**src/hw/dcmp_cfg.svh**
```systemverilog
/*
 * Build constants for the ML-DSA decompose engine.
 * Only GAMMA2 = (q-1)/32 is supported, so r1 always fits in four bits.
 */
`ifndef DCMP_CFG_SVH
`define DCMP_CFG_SVH

// ML-DSA modulus
`define DCMP_Q          8380417

// (q-1)/32, the only GAMMA2 handled here
`define DCMP_GAMMA2     261888

// Word address width of the coefficient and hint memories
`define DCMP_ADDR_W     14

// One polynomial per run, four coefficients per memory word
`define DCMP_NUM_COEFF  256

`endif
```
**src/hw/dcmp_pkg.sv**
```systemverilog
/*
 * Shared types of the decompose engine.
 * A memory word holds four 23-bit coefficients in 24-bit slots, top bit zero.
 */
`include "dcmp_cfg.svh"

package dcmp_pkg;

    typedef logic [22:0] coeff_t;

    typedef logic [95:0] mem_word_t;

    typedef logic [3:0] r1_t;

    typedef logic [`DCMP_ADDR_W-1:0] addr_t;

    typedef logic [31:0] apb_data_t;

    typedef enum logic {
        MODE_SIGN   = 1'b0,
        MODE_VERIFY = 1'b1
    } dcmp_mode_t;

    // Address sequencer states
    typedef enum logic [1:0] {
        SEQ_IDLE  = 2'd0,
        SEQ_READ  = 2'd1,
        SEQ_DRAIN = 2'd2,
        SEQ_DONE  = 2'd3
    } seq_state_t;

endpackage

```
**src/hw/dcmp_top.sv**
```systemverilog
/*
 * Decompose engine top. Memory and hash sides never stall.
 * Pipeline from read request to write is three cycles.
 */
`timescale 1ns/1ps

module dcmp_top (
    input  logic                   clk,
    input  logic                   reset_n,
    input  logic [7:0]             paddr_i,
    input  logic                   psel_i,
    input  logic                   penable_i,
    input  logic                   pwrite_i,
    input  dcmp_pkg::apb_data_t    pwdata_i,
    output dcmp_pkg::apb_data_t    prdata_o,
    output logic                   pready_o,
    output logic                   pslverr_o,
    output logic                   mem_rd_en_o,
    output dcmp_pkg::addr_t        mem_rd_addr_o,
    input  dcmp_pkg::mem_word_t    mem_rd_data_i,
    output logic                   mem_wr_en_o,
    output dcmp_pkg::addr_t        mem_wr_addr_o,
    output dcmp_pkg::mem_word_t    mem_wr_data_o,
    output logic [3:0]             z_nez_o,
    output logic                   hint_rd_en_o,
    output dcmp_pkg::addr_t        hint_rd_addr_o,
    input  logic [3:0]             hint_rd_data_i,
    output logic [63:0]            w1_o,
    output logic                   w1_valid_o,
    output logic                   done_o
);
    import dcmp_pkg::*;

    dcmp_mode_t mode;
    addr_t      src_base;
    addr_t      dest_base;
    addr_t      hint_base;
    logic       start;
    logic       grp_valid;
    logic [5:0] grp_idx;
    logic       sp_valid;
    logic [5:0] sp_idx;
    r1_t [3:0]  sp_r1;
    logic [3:0] sp_r0_pos;
    mem_word_t  sp_r0_modq;
    logic       uh_valid;
    r1_t [3:0]  uh_r1;

    dcmp_apb_regs u_regs (
        .clk         (clk),
        .reset_n     (reset_n),
        .paddr_i     (paddr_i),
        .psel_i      (psel_i),
        .penable_i   (penable_i),
        .pwrite_i    (pwrite_i),
        .pwdata_i    (pwdata_i),
        .prdata_o    (prdata_o),
        .pready_o    (pready_o),
        .pslverr_o   (pslverr_o),
        .mode_o      (mode),
        .src_base_o  (src_base),
        .dest_base_o (dest_base),
        .hint_base_o (hint_base),
        .start_o     (start),
        .run_done_i  (done_o)
    );

    dcmp_addr_seq u_seq (
        .clk            (clk),
        .reset_n        (reset_n),
        .start_i        (start),
        .mode_i         (mode),
        .src_base_i     (src_base),
        .dest_base_i    (dest_base),
        .hint_base_i    (hint_base),
        .mem_rd_en_o    (mem_rd_en_o),
        .mem_rd_addr_o  (mem_rd_addr_o),
        .hint_rd_en_o   (hint_rd_en_o),
        .hint_rd_addr_o (hint_rd_addr_o),
        .grp_valid_o    (grp_valid),
        .grp_idx_o      (grp_idx),
        .run_done_o     (done_o)
    );

    dcmp_split u_split (
        .clk       (clk),
        .reset_n   (reset_n),
        .valid_i   (grp_valid),
        .idx_i     (grp_idx),
        .data_i    (mem_rd_data_i),
        .valid_o   (sp_valid),
        .idx_o     (sp_idx),
        .r1_o      (sp_r1),
        .r0_pos_o  (sp_r0_pos),
        .r0_modq_o (sp_r0_modq)
    );

    dcmp_usehint u_usehint (
        .clk           (clk),
        .reset_n       (reset_n),
        .mode_i        (mode),
        .valid_i       (sp_valid),
        .idx_i         (sp_idx),
        .r1_i          (sp_r1),
        .r0_pos_i      (sp_r0_pos),
        .r0_modq_i     (sp_r0_modq),
        .hint_i        (hint_rd_data_i),
        .dest_base_i   (dest_base),
        .valid_o       (uh_valid),
        .r1_o          (uh_r1),
        .mem_wr_en_o   (mem_wr_en_o),
        .mem_wr_addr_o (mem_wr_addr_o),
        .mem_wr_data_o (mem_wr_data_o),
        .z_nez_o       (z_nez_o)
    );

    dcmp_w1_pack u_pack (
        .clk        (clk),
        .reset_n    (reset_n),
        .valid_i    (uh_valid),
        .r1_i       (uh_r1),
        .w1_o       (w1_o),
        .w1_valid_o (w1_valid_o)
    );

endmodule

```
**src/hw/dcmp_w1_pack.sv**
```systemverilog
/*
 * Packs four groups of four r1 nibbles into one 64-bit w1 word.
 * The first group lands in the low 16 bits. Runs must be a multiple of four groups.
 */
`timescale 1ns/1ps

module dcmp_w1_pack (
    input  logic                  clk,
    input  logic                  reset_n,
    input  logic                  valid_i,
    input  dcmp_pkg::r1_t [3:0]   r1_i,
    output logic [63:0]           w1_o,
    output logic                  w1_valid_o
);
    import dcmp_pkg::*;

    logic [1:0] grp_cnt;
    r1_t [3:0]  grp;

    assign grp = r1_i;

    always_ff @(posedge clk) begin
        if (!reset_n) begin
            grp_cnt    <= '0;
            w1_valid_o <= 1'b0;
        end else begin
            // Wraps back to zero as the fourth group goes in
            if (valid_i) begin
                grp_cnt <= grp_cnt + 2'd1;
            end
            w1_valid_o <= valid_i && (grp_cnt == 2'd3);
        end
    end

    // New groups enter at the top and move down
    always_ff @(posedge clk) begin
        if (valid_i) begin
            w1_o <= {grp, w1_o[63:16]};
        end
    end

endmodule

```
**src/hw/dcmp_usehint.sv**
```systemverilog
/*
 * UseHint on r1 in verify mode, r0 write-back with z_nez flags in sign mode.
 * Hint data is expected one cycle after the read, the same as the coefficient data.
 */
`timescale 1ns/1ps

module dcmp_usehint (
    input  logic                     clk,
    input  logic                     reset_n,
    input  dcmp_pkg::dcmp_mode_t     mode_i,
    input  logic                     valid_i,
    input  logic [5:0]               idx_i,
    input  dcmp_pkg::r1_t [3:0]      r1_i,
    input  logic [3:0]               r0_pos_i,
    input  dcmp_pkg::mem_word_t      r0_modq_i,
    input  logic [3:0]               hint_i,
    input  dcmp_pkg::addr_t          dest_base_i,
    output logic                     valid_o,
    output dcmp_pkg::r1_t [3:0]      r1_o,
    output logic                     mem_wr_en_o,
    output dcmp_pkg::addr_t          mem_wr_addr_o,
    output dcmp_pkg::mem_word_t      mem_wr_data_o,
    output logic [3:0]               z_nez_o
);
    import dcmp_pkg::*;

    logic       verify;
    logic [3:0] hint_q;
    r1_t [3:0]  r1_fix;
    logic [3:0] nez;

    assign verify = (mode_i == MODE_VERIFY);

    // Hint returns a cycle before the split result is ready
    always_ff @(posedge clk) begin
        hint_q <= hint_i;
    end

    always_comb begin
        for (int i = 0; i < 4; i++) begin
            r1_fix[i] = r1_i[i];
            // Four-bit wrap gives the mod 16 step
            if (verify && hint_q[i]) begin
                r1_fix[i] = r0_pos_i[i] ? r1_i[i] + 4'd1 : r1_i[i] - 4'd1;
            end
            nez[i] = (r1_i[i] != '0);
        end
    end

    always_ff @(posedge clk) begin
        if (!reset_n) begin
            valid_o     <= 1'b0;
            mem_wr_en_o <= 1'b0;
            z_nez_o     <= '0;
        end else begin
            valid_o     <= valid_i;
            mem_wr_en_o <= valid_i && !verify;
            z_nez_o     <= verify ? 4'b0000 : nez;
        end
    end

    always_ff @(posedge clk) begin
        r1_o          <= r1_fix;
        mem_wr_addr_o <= dest_base_i + addr_t'(idx_i);
        mem_wr_data_o <= r0_modq_i;
    end

endmodule

```
**src/hw/dcmp_split.sv**
```systemverilog
/*
 * Decompose of four coefficients per cycle for GAMMA2 = (q-1)/32.
 * Inputs must be reduced mod q. Corner case r > q-1-GAMMA2 gives r1 = 0, r0 = r.
 */
`timescale 1ns/1ps
`include "dcmp_cfg.svh"

module dcmp_split (
    input  logic                     clk,
    input  logic                     reset_n,
    input  logic                     valid_i,
    input  logic [5:0]               idx_i,
    input  dcmp_pkg::mem_word_t      data_i,
    output logic                     valid_o,
    output logic [5:0]               idx_o,
    output dcmp_pkg::r1_t [3:0]      r1_o,
    output logic [3:0]               r0_pos_o,
    output dcmp_pkg::mem_word_t      r0_modq_o
);
    import dcmp_pkg::*;

    localparam int CORNER_TH = `DCMP_Q - 1 - `DCMP_GAMMA2;

    coeff_t             r_lane [4];
    r1_t                r1_raw [4];
    logic signed [24:0] r0_c [4];
    coeff_t             modq_lane [4];
    logic [3:0]         corner_d;
    r1_t [3:0]          r1_d;
    logic [3:0]         pos_d;
    mem_word_t          modq_d;

    always_comb begin
        modq_d = '0;
        for (int i = 0; i < 4; i++) begin
            r_lane[i] = data_i[24*i +: 23];

            // r1 counts the odd multiples of GAMMA2 that r lies above
            r1_raw[i] = '0;
            for (int j = 0; j < 15; j++) begin
                if (r_lane[i] > (2 * j + 1) * `DCMP_GAMMA2) begin
                    r1_raw[i] = r1_raw[i] + 4'd1;
                end
            end
            corner_d[i] = (r_lane[i] > CORNER_TH);

            r0_c[i] = 25'(r_lane[i]) - 25'(r1_raw[i] * (2 * `DCMP_GAMMA2));

            if (corner_d[i]) begin
                // Centred r0 is r - q here, never positive
                r1_d[i]      = '0;
                pos_d[i]     = 1'b0;
                modq_lane[i] = r_lane[i];
            end else begin
                r1_d[i]  = r1_raw[i];
                pos_d[i] = (r0_c[i] > 0);
                if (r0_c[i] < 0) begin
                    modq_lane[i] = coeff_t'(r0_c[i] + 25'(`DCMP_Q));
                end else begin
                    modq_lane[i] = coeff_t'(r0_c[i]);
                end
            end
            modq_d[24*i +: 24] = {1'b0, modq_lane[i]};
        end
    end

    always_ff @(posedge clk) begin
        if (!reset_n) begin
            valid_o <= 1'b0;
        end else begin
            valid_o <= valid_i;
        end
    end

    always_ff @(posedge clk) begin
        idx_o     <= idx_i;
        r1_o      <= r1_d;
        r0_pos_o  <= pos_d;
        r0_modq_o <= modq_d;
    end

    // Lanes arrive reduced mod q, and outside the corner r0 lands in (-GAMMA2, GAMMA2]
    for (genvar i = 0; i < 4; i++) begin : gen_lane_chk
        assert property (@(posedge clk) disable iff (!reset_n)
            valid_i |-> r_lane[i] < `DCMP_Q && (corner_d[i] ||
                (r0_c[i] > -`DCMP_GAMMA2 && r0_c[i] <= `DCMP_GAMMA2)))
            else $error("lane %0d outside the decompose range", i);
    end

endmodule

```
**src/hw/dcmp_addr_seq.sv**
```systemverilog
/*
 * Read sequencer for one polynomial, one memory word per cycle.
 * Hint reads run only in verify mode. The drain length matches the pipeline depth.
 */
`timescale 1ns/1ps
`include "dcmp_cfg.svh"

module dcmp_addr_seq (
    input  logic                   clk,
    input  logic                   reset_n,
    input  logic                   start_i,
    input  dcmp_pkg::dcmp_mode_t   mode_i,
    input  dcmp_pkg::addr_t        src_base_i,
    input  dcmp_pkg::addr_t        dest_base_i,
    input  dcmp_pkg::addr_t        hint_base_i,
    output logic                   mem_rd_en_o,
    output dcmp_pkg::addr_t        mem_rd_addr_o,
    output logic                   hint_rd_en_o,
    output dcmp_pkg::addr_t        hint_rd_addr_o,
    output logic                   grp_valid_o,
    output logic [5:0]             grp_idx_o,
    output logic                   run_done_o
);
    import dcmp_pkg::*;

    localparam int LAST_WORD    = `DCMP_NUM_COEFF / 4 - 1;
    // Split, hint and pack stages plus the memory return cycle
    localparam int DRAIN_CYCLES = 4;

    seq_state_t state;
    logic [5:0] cnt;
    logic       reading;

    assign reading        = (state == SEQ_READ);
    assign mem_rd_en_o    = reading;
    assign mem_rd_addr_o  = src_base_i + addr_t'(cnt);
    assign hint_rd_en_o   = reading && (mode_i == MODE_VERIFY);
    assign hint_rd_addr_o = hint_base_i + addr_t'(cnt);
    assign run_done_o     = (state == SEQ_DONE);

    always_ff @(posedge clk) begin
        if (!reset_n) begin
            state       <= SEQ_IDLE;
            cnt         <= '0;
            grp_valid_o <= 1'b0;
        end else begin
            // Valid lines up with the read data, one cycle after the request
            grp_valid_o <= reading;
            case (state)
                SEQ_IDLE: begin
                    if (start_i) begin
                        state <= SEQ_READ;
                        cnt   <= '0;
                    end
                end
                SEQ_READ: begin
                    // Wraps to zero on the last word, ready to count the drain
                    cnt <= cnt + 6'd1;
                    if (cnt == 6'(LAST_WORD)) begin
                        state <= SEQ_DRAIN;
                    end
                end
                SEQ_DRAIN: begin
                    cnt <= cnt + 6'd1;
                    if (cnt == 6'(DRAIN_CYCLES - 1)) begin
                        state <= SEQ_DONE;
                    end
                end
                SEQ_DONE: state <= SEQ_IDLE;
                default:  state <= SEQ_IDLE;
            endcase
        end
    end

    // Word index follows the data down the pipe
    always_ff @(posedge clk) begin
        grp_idx_o <= cnt;
    end

    // A start only ever reaches an idle sequencer
    assert property (@(posedge clk) disable iff (!reset_n)
        start_i |-> state == SEQ_IDLE)
        else $error("start while the sequencer is running");

endmodule

```
**src/hw/dcmp_apb_regs.sv**
```systemverilog
/*
 * APB configuration block. pready_o is tied high, there are no wait states.
 * Start, mode and base writes are dropped while a run is busy.
 */
`timescale 1ns/1ps

module dcmp_apb_regs (
    input  logic                   clk,
    input  logic                   reset_n,
    input  logic [7:0]             paddr_i,
    input  logic                   psel_i,
    input  logic                   penable_i,
    input  logic                   pwrite_i,
    input  dcmp_pkg::apb_data_t    pwdata_i,
    output dcmp_pkg::apb_data_t    prdata_o,
    output logic                   pready_o,
    output logic                   pslverr_o,
    output dcmp_pkg::dcmp_mode_t   mode_o,
    output dcmp_pkg::addr_t        src_base_o,
    output dcmp_pkg::addr_t        dest_base_o,
    output dcmp_pkg::addr_t        hint_base_o,
    output logic                   start_o,
    input  logic                   run_done_i
);
    import dcmp_pkg::*;

    localparam logic [7:0] ADDR_CTRL   = 8'h00;
    localparam logic [7:0] ADDR_SRC    = 8'h04;
    localparam logic [7:0] ADDR_DEST   = 8'h08;
    localparam logic [7:0] ADDR_HINT   = 8'h0C;
    localparam logic [7:0] ADDR_STATUS = 8'h10;

    logic access;
    logic wr_en;
    logic mapped;
    logic busy_q;
    logic done_q;

    assign access = psel_i && penable_i;
    assign wr_en  = access && pwrite_i;
    assign mapped = (paddr_i == ADDR_CTRL) || (paddr_i == ADDR_SRC) ||
                    (paddr_i == ADDR_DEST) || (paddr_i == ADDR_HINT) ||
                    (paddr_i == ADDR_STATUS);

    assign pready_o  = 1'b1;
    assign pslverr_o = access && !mapped;

    // Start is taken in the access cycle itself
    assign start_o = wr_en && (paddr_i == ADDR_CTRL) && pwdata_i[0] && !busy_q;

    always_ff @(posedge clk) begin
        if (!reset_n) begin
            mode_o      <= MODE_SIGN;
            src_base_o  <= '0;
            dest_base_o <= '0;
            hint_base_o <= '0;
            busy_q      <= 1'b0;
            done_q      <= 1'b0;
        end else begin
            if (wr_en && !busy_q) begin
                case (paddr_i)
                    ADDR_CTRL: mode_o      <= dcmp_mode_t'(pwdata_i[1]);
                    ADDR_SRC:  src_base_o  <= addr_t'(pwdata_i);
                    ADDR_DEST: dest_base_o <= addr_t'(pwdata_i);
                    ADDR_HINT: hint_base_o <= addr_t'(pwdata_i);
                    default:   ;
                endcase
            end
            // Done stays set until the next accepted start
            if (start_o) begin
                busy_q <= 1'b1;
                done_q <= 1'b0;
            end else if (run_done_i) begin
                busy_q <= 1'b0;
                done_q <= 1'b1;
            end
        end
    end

    always_comb begin
        case (paddr_i)
            ADDR_CTRL:   prdata_o = apb_data_t'({mode_o, 1'b0});
            ADDR_SRC:    prdata_o = apb_data_t'(src_base_o);
            ADDR_DEST:   prdata_o = apb_data_t'(dest_base_o);
            ADDR_HINT:   prdata_o = apb_data_t'(hint_base_o);
            ADDR_STATUS: prdata_o = apb_data_t'({done_q, busy_q});
            default:     prdata_o = '0;
        endcase
    end

    // The sequencer only finishes a run that was started here
    assert property (@(posedge clk) disable iff (!reset_n)
        run_done_i |-> busy_q)
        else $error("run done without a run in progress");

endmodule

```
**config.mk**
```make
export PLATFORM = sky130hd
export DESIGN_NAME = dcmp_top
export DESIGN_NICKNAME = d
export VERILOG_FILES = /design/src/hw/dcmp_pkg.sv /design/src/hw/dcmp_top.sv /design/src/hw/dcmp_w1_pack.sv /design/src/hw/dcmp_usehint.sv /design/src/hw/dcmp_split.sv /design/src/hw/dcmp_addr_seq.sv /design/src/hw/dcmp_apb_regs.sv
export VERILOG_INCLUDE_DIRS = /design/src /design/src/hw
export SDC_FILE = /design/constraint.sdc
export NUM_CORES = 1
export LEC_CHECK = 0
export BUFFER_PORTS_ARGS = -buffer_cell sky130_fd_sc_hd__buf_2
export CAP_MARGIN = 20
export CORE_ASPECT_RATIO = 0.75
export CORE_MARGIN = 1
export CORE_UTILIZATION = 59
export DETAILED_ROUTE_END_ITERATION = 6
export PLACE_DENSITY = 0.82
export SYNTH_ARGS = -nofsm -noshare
export SYNTH_HDL_FRONTEND = slang
export SYNTH_SLANG_ARGS = --single-unit
```
**constraint.sdc**
```tcl
create_clock -name clk -period 30.3 [get_ports clk]
set_clock_uncertainty 0.2 [all_clocks]
set_input_delay 3.03 -clock clk [delete_from_list [all_inputs] [get_ports clk]]
set_output_delay 3.03 -clock clk [all_outputs]
set_load 0.02 [all_outputs]
```
==> results of run 1 <==
## cells by family after synthesis
group,Yosys count
compound gates,692
flops,378
fa+ha+maj,247
buf+inv,346
xor+xnor,267
simple gates,1172
mux,45
other cells,2
## path summary, 6_finish.rpt
| check | cells after the start | start | end | slack [ps] |
|---|---|---|---|---|
| hold / removal | 0 | u_split.r0_modq_o[32] | u_usehint.mem_wr_data_o[32] | 120 |
| setup / recovery | 63 | mem_rd_data_i[87] | u_split.r0_modq_o[93] | 11360 |
| hold reg to reg | 0 | u_split.r0_modq_o[32] | u_usehint.mem_wr_data_o[32] | 120 |
| setup reg to reg | 9 | u_regs.dest_base_o[1] | u_usehint.mem_wr_addr_o[13] | 27590 |
## per-layer routing
metal / up-vias / global-route usage
li1: 11781 / -
met4: 0 / 0.117
met1: 11667 / 0.431
met2: 1253 / 0.503
met3: 196 / 0.0654
met5: - / 0
## state kept, by name (all words and copies together) (netlist names), 2 cells and up
register                 count
u_seq.cnt                    6
u_usehint.mem_wr_data_o     92
u_regs.dest_base_o          14
u_seq.state                  2
u_regs.hint_base_o          14
u_pack.w1_o                 64
u_pack.grp_cnt               2
u_usehint.z_nez_o            4
u_split.r0_modq_o           92
u_seq.grp_idx_o              6
u_usehint.hint_q             4
u_usehint.r1_o              16
u_split.idx_o                6
u_usehint.mem_wr_addr_o     14
u_split.r0_pos_o             4
u_regs.src_base_o           14
u_split.r1_o                16
## cell usage after synthesis (9+ instances only)
cell type | count | share of area
dfxtp_1 | 314 | 0.23
inv_1 | 219 | 0.031
nor2b_1 | 49 | 0.011
a211oi_1 | 17 | 0.0048
a21oi_1 | 151 | 0.028
nor4_1 | 38 | 0.0089
o21a_1 | 24 | 0.0067
a211o_1 | 16 | 0.0052
o21ai_0 | 118 | 0.022
buf_4 | 25 | 0.0070
a31oi_1 | 42 | 0.0098
o211ai_1 | 19 | 0.0053
and4_1 | 10 | 0.0033
and2_1 | 31 | 0.0072
and3_1 | 51 | 0.012
a311oi_1 | 11 | 0.0036
nand2b_1 | 30 | 0.0070
a21boi_0 | 65 | 0.018
o21bai_1 | 16 | 0.0045
xor2_1 | 80 | 0.026
edfxtp_1 | 64 | 0.072
mux2_2 | 26 | 0.011
nand3_1 | 126 | 0.024
nor3_1 | 84 | 0.016
a21o_1 | 48 | 0.013
nand4_1 | 43 | 0.010
nand2_1 | 285 | 0.040
or3_1 | 50 | 0.012
o2111ai_1 | 10 | 0.0033
a2111oi_0 | 9 | 0.0029
or4_1 | 16 | 0.0045
mux2i_1 | 17 | 0.0063
fa_1 | 41 | 0.031
nand3b_1 | 11 | 0.0031
nor3b_1 | 18 | 0.0050
ha_1 | 206 | 0.096
xnor2_1 | 169 | 0.055
a22oi_1 | 18 | 0.0050
clkbuf_1 | 85 | 0.012
or2_2 | 30 | 0.0070
a221oi_1 | 11 | 0.0036
nor2_1 | 258 | 0.036
o31ai_1 | 20 | 0.0056
o311a_1 | 10 | 0.0037
## per-stage QoR
stage,instance area (µm²),std cells,setup slack (ps),utilization
after floorplan,26900,3170,13220,-
final,30200,4061,11360,0.675
after global placement,28800,3983,11640,0.644
after global routing,30200,4060,10370,0.675
after detailed placement,28800,3983,11080,0.644
after CTS,30200,4053,11600,0.674
## cell type report
type / instances / area [µm²] / share of cell area
Antenna cell: 2 / 5.00 / 0.000166
Clock buffer: 51 / 1100 / 0.0365
Clock inverter: 19 / 243 / 0.00803
Inverter: 222 / 838 / 0.0277
Multi-Input combinational cell: 2446 / 17300 / 0.572
Sequential cell: 378 / 8210 / 0.272
Tap cell: 586 / 733 / 0.0243
Timing Repair Buffer: 357 / 1810 / 0.0600
==> reports/qor.yml, run 1 <==
critical_path:
  max_stage_delay_ps: 590
  worstSetupPathType: "in2reg"
  critPathSlowestCell: "fa_1"
  crit_path_end_kind: "register"
  crit_arrival_ps: 19180
  critical_path_required_ps: 30550
  cp_max_fo: 11
  cp-start-kind: "input port"
  path_common_cell: "ha_1"
  cp_top_family: "adder cells"
  crit_buf_inv: 6
logic_synthesis:
  syn_area_um2: 26800
  synth_compound_area_frac: 0.177
  synth_ff_type: "dfxtp_1"
  yosys.area_share.simple: 0.222
  ys_seq_elements: 378
  async_flop_share: 0
  yosys_warnings: 0
  ys_seq_area_frac: 0.306
  muxShareOfSynthArea: 0.0186
  synth_edf_count: 64
  synthCells: 3149
  synth_xor_area_frac: 0.0964
  synthAdderAreaFrac: 0.127
  syn_area_per_cell_um2: 8.51
  synth_top_family_by_area: "simple AND/OR/NAND/NOR gates"
  synthDistinctLibCells: 110
route:
  drt_iter0_drc: 2562
  wl_per_cell_um: 18.9
  via_per_inst: 6.13
  antenna_left: 0
  via_count: 24897
  dr_wl_met2_um: 34000
  drc_errors: 1
  maxUsedRoutingLayer: "met4"
  route.met3.wl_um: 7440
  drt_first_pass_iters: 7
  m1WireLength_um: 32400
  wirelength_um: 76700
sta:
  rsz0062_at_grt: "false"
  hold_violations: 0
  tightest_slew_ps: 1140
  max_slew_margin: 0.223
  fin_crit_sh: 0.625
  period_minus_slack_ps: 18940
  tns_ps: 0
  fmax_mhz: 52.8
  setup_violations: 0
  holdWs_ps: 121
  final_max_slew_viol_count: 0
layout:
  layout_common_cells: "buf_2, dfxtp_1, nand2_1"
  fillers: 3553
  finalNetCount: 3835
  layout_commonest_cell: "buf_2"
  drive_gt1_frac: 0.152
  area_delta_synth_final_pct: 12.8
placement:
  hpwl_um: 58700
  portBuffers: 344
  globalplace.congestion: 0.986
status:
  status: "finished, violations left"
  violations: "design-rule violations"
global_route:
  grt_usage: 0.319
  grt_pass1_wl_um: 121000
  grt_pass1_vias: 23388
  antenna_found_initial: 2
  grt_max_degree: 68
  overflow: 0
job:
  drv_cap: 0
clock_network:
  clk_path_buf_depth: 3
  clk_pin_slew_ps: 70
  cts_tree: "done"
  cts_buffers: 38
  ctsResizeCount: 0
  clkLatencyLatePin_ps: 570
  h-tree-depth: 2
  numClockSinks: 378
  post_cts_buffers: 0
  cts_hold_buf: 0
  clock-root-buffer: "clkbuf_16"
hold_path:
  hp-class: "reg2reg"
floorplan:
  die_x_um: 248
  dieHeight_um: 187
  ios: 390
  start_util: 0.599
  die_area_um2: 46300
  num_rows: 67
  coreArea_um2: 44800
Power of run 1 is not shown: default switching activity piles up to over one toggle a cycle in this logic, so the estimate is an artifact.
==> run 2, diff against run 1 <==
CORE_UTILIZATION = 53   (was 59)
PLACE_DENSITY = 0.78   (was 0.82)
clock period = 15.6 ns   (was 30.3 ns; I/O delays follow)
==> run 2 against run 1 <==
- the run still ends with design-rule violations left
- die area rose by 11%
- wire length fell by 2.8%
- worst hold slack got worse by 9.8 ps
==> reports/qor.yml, run 2 (synthesized netlist as in run 1, its figures left out) <==
layout:
  drive_gt1_frac: 0.223  # +0.0713
  top_regs: "u_split.r0_modq_o: 92 flops, u_usehint.mem_wr_data_o: 92 flops, u_pack.w1_o: 64 flops"
  layout_common_cells: "buf_2, dfxtp_1, nand2_1"
  fillers: 3982  # +12%
  layout_commonest_cell: "buf_2"
  finalNonFillerCells: 4349  # +7.1%
  final_area_um2: 32400  # +7.3%
  finalNetCount: 4061  # +5.9%
  area_delta_synth_final_pct: 21.0
clock_network:
  clk_pin_slew_ps: 80  # about the same
  numClockSinks: 378  # unchanged
  clkLatencyLatePin_ps: 560  # about the same
  clock-root-buffer: "clkbuf_16"
  clk_path_buf_depth: 3  # unchanged
  cts_hold_buf: 0  # unchanged
  cts_tree: "done"
  h-tree-depth: 2  # unchanged
  cts_buffers: 38  # unchanged
floorplan:
  dieHeight_um: 197  # +5.5%
  coreArea_um2: 49300  # +10%
  start_util: 0.544  # -0.0552
  die_area_um2: 51500  # +11%
  die_x_um: 262  # +5.5%
  num_rows: 70  # +4.5%
  ios: 390  # unchanged
status:
  status: "finished, violations left"
  violations: "design-rule violations"
critical_path:
  cp_max_fo: 4  # -7
  crit_arrival_ps: 15290  # -3890 ps
  max_stage_delay_ps: 600  # about the same
  cp_top_family: "adder cells"
  cp-start-kind: "input port"
  path_common_cell: "ha_1"
  crit_buf_inv: 9  # +3
  worstSetupPathType: "in2reg"
  critPathSlowestCell: "fa_2"
  critical_path_required_ps: 15860  # -14690 ps
  crit_path_end_kind: "register"
sta:
  fmax_mhz: 66.6
  tightest_slew_ps: 1030  # -103 ps
  final_max_slew_viol_count: 0  # unchanged
  period_minus_slack_ps: 15030
  tns_ps: 0  # unchanged
  hold_violations: 0  # unchanged
  holdWs_ps: 111  # -9.83 ps
  max_slew_margin: 0.311  # +0.0880
  setup_violations: 0  # unchanged
  fin_crit_sh: 0.963
job:
  drv_cap: 0  # unchanged
global_route:
  grt_max_degree: 68  # unchanged
  grt_pass1_vias: 23125  # -1.1%
  grt_usage: 0.277  # -0.0420
  overflow: 0  # unchanged
  grt_pass1_wl_um: 117000  # -2.7%
  antenna_found_initial: 2  # unchanged
route:
  drt_first_pass_iters: 7  # unchanged
  via_count: 25080  # +0.74%
  antenna_left: 0  # unchanged
  via_per_inst: 5.77  # -5.9%
  drt_iter0_drc: 2251  # -12%
  wl_per_cell_um: 17.1  # -9.3%
  wirelength_um: 74500  # -2.8%
  drc_errors: 3  # +2
placement:
  postPlaceCellArea_um2: 30600  # +6.0%
  globalplace.congestion: 0.963  # -2.3%
  portBuffers: 344  # unchanged
  hpwl_um: 56700  # -3.5%
  dp_cells: 4264  # +7.1%
hold_path:
  hp-class: "reg2reg"
[run 2: repair_timing]
action                                  4_1_cts  5_1_grt
endpoints found under the setup margin       11       90
gates resized for setup                       9      107
setup buffers                                 0       12
pin swaps                                     2       48
[run 2: through the flow]
step                      setup WS (ps)  utilization
final                               574        0.657
after global routing              -45.3        0.657
after CTS                          3.47        0.646
after detailed placement           -929        0.620
after global placement             -513        0.620
after floorplan                    84.1            -
[run 2: worst paths after layout]
| path | start | end | slack, ps | cells past startpoint |
|---|---|---|---|---|
| max | mem_rd_data_i[77] | u_split.r0_modq_o[93] | 570 | 65 |
| max reg2reg | u_regs.dest_base_o[1] | u_usehint.mem_wr_addr_o[13] | 12800 | 9 |
| min | u_split.r0_modq_o[43] | u_usehint.mem_wr_data_o[43] | 110 | 0 |
| min reg2reg | u_split.r0_modq_o[43] | u_usehint.mem_wr_data_o[43] | 110 | 0 |
[run 2: cell type report]
cell class                 instances  area (µm²)  area share
multi-input combinational       2446       17700       0.547
inverter                         222         838      0.0259
sequential                       378        8210       0.253
antenna                            2        5.00    0.000154
timing repair buffer             583        3530       0.109
clock inverter                    16         171     0.00529
clock buffer                      54        1100      0.0340
tap                              648         811      0.0250
[run 2: per-layer routing]
metal	vias to the layer above	track usage	wire, µm	part of all wire
met1	11565	0.389	33600	0.45
met2	1076	0.433	32700	0.44
met5	-	0	0	0
met3	187	0.0433	5920	0.080
li1	12252	-	-	-
met4	0	0.0922	2280	0.031
Power of run 2 is left out for the same reason.
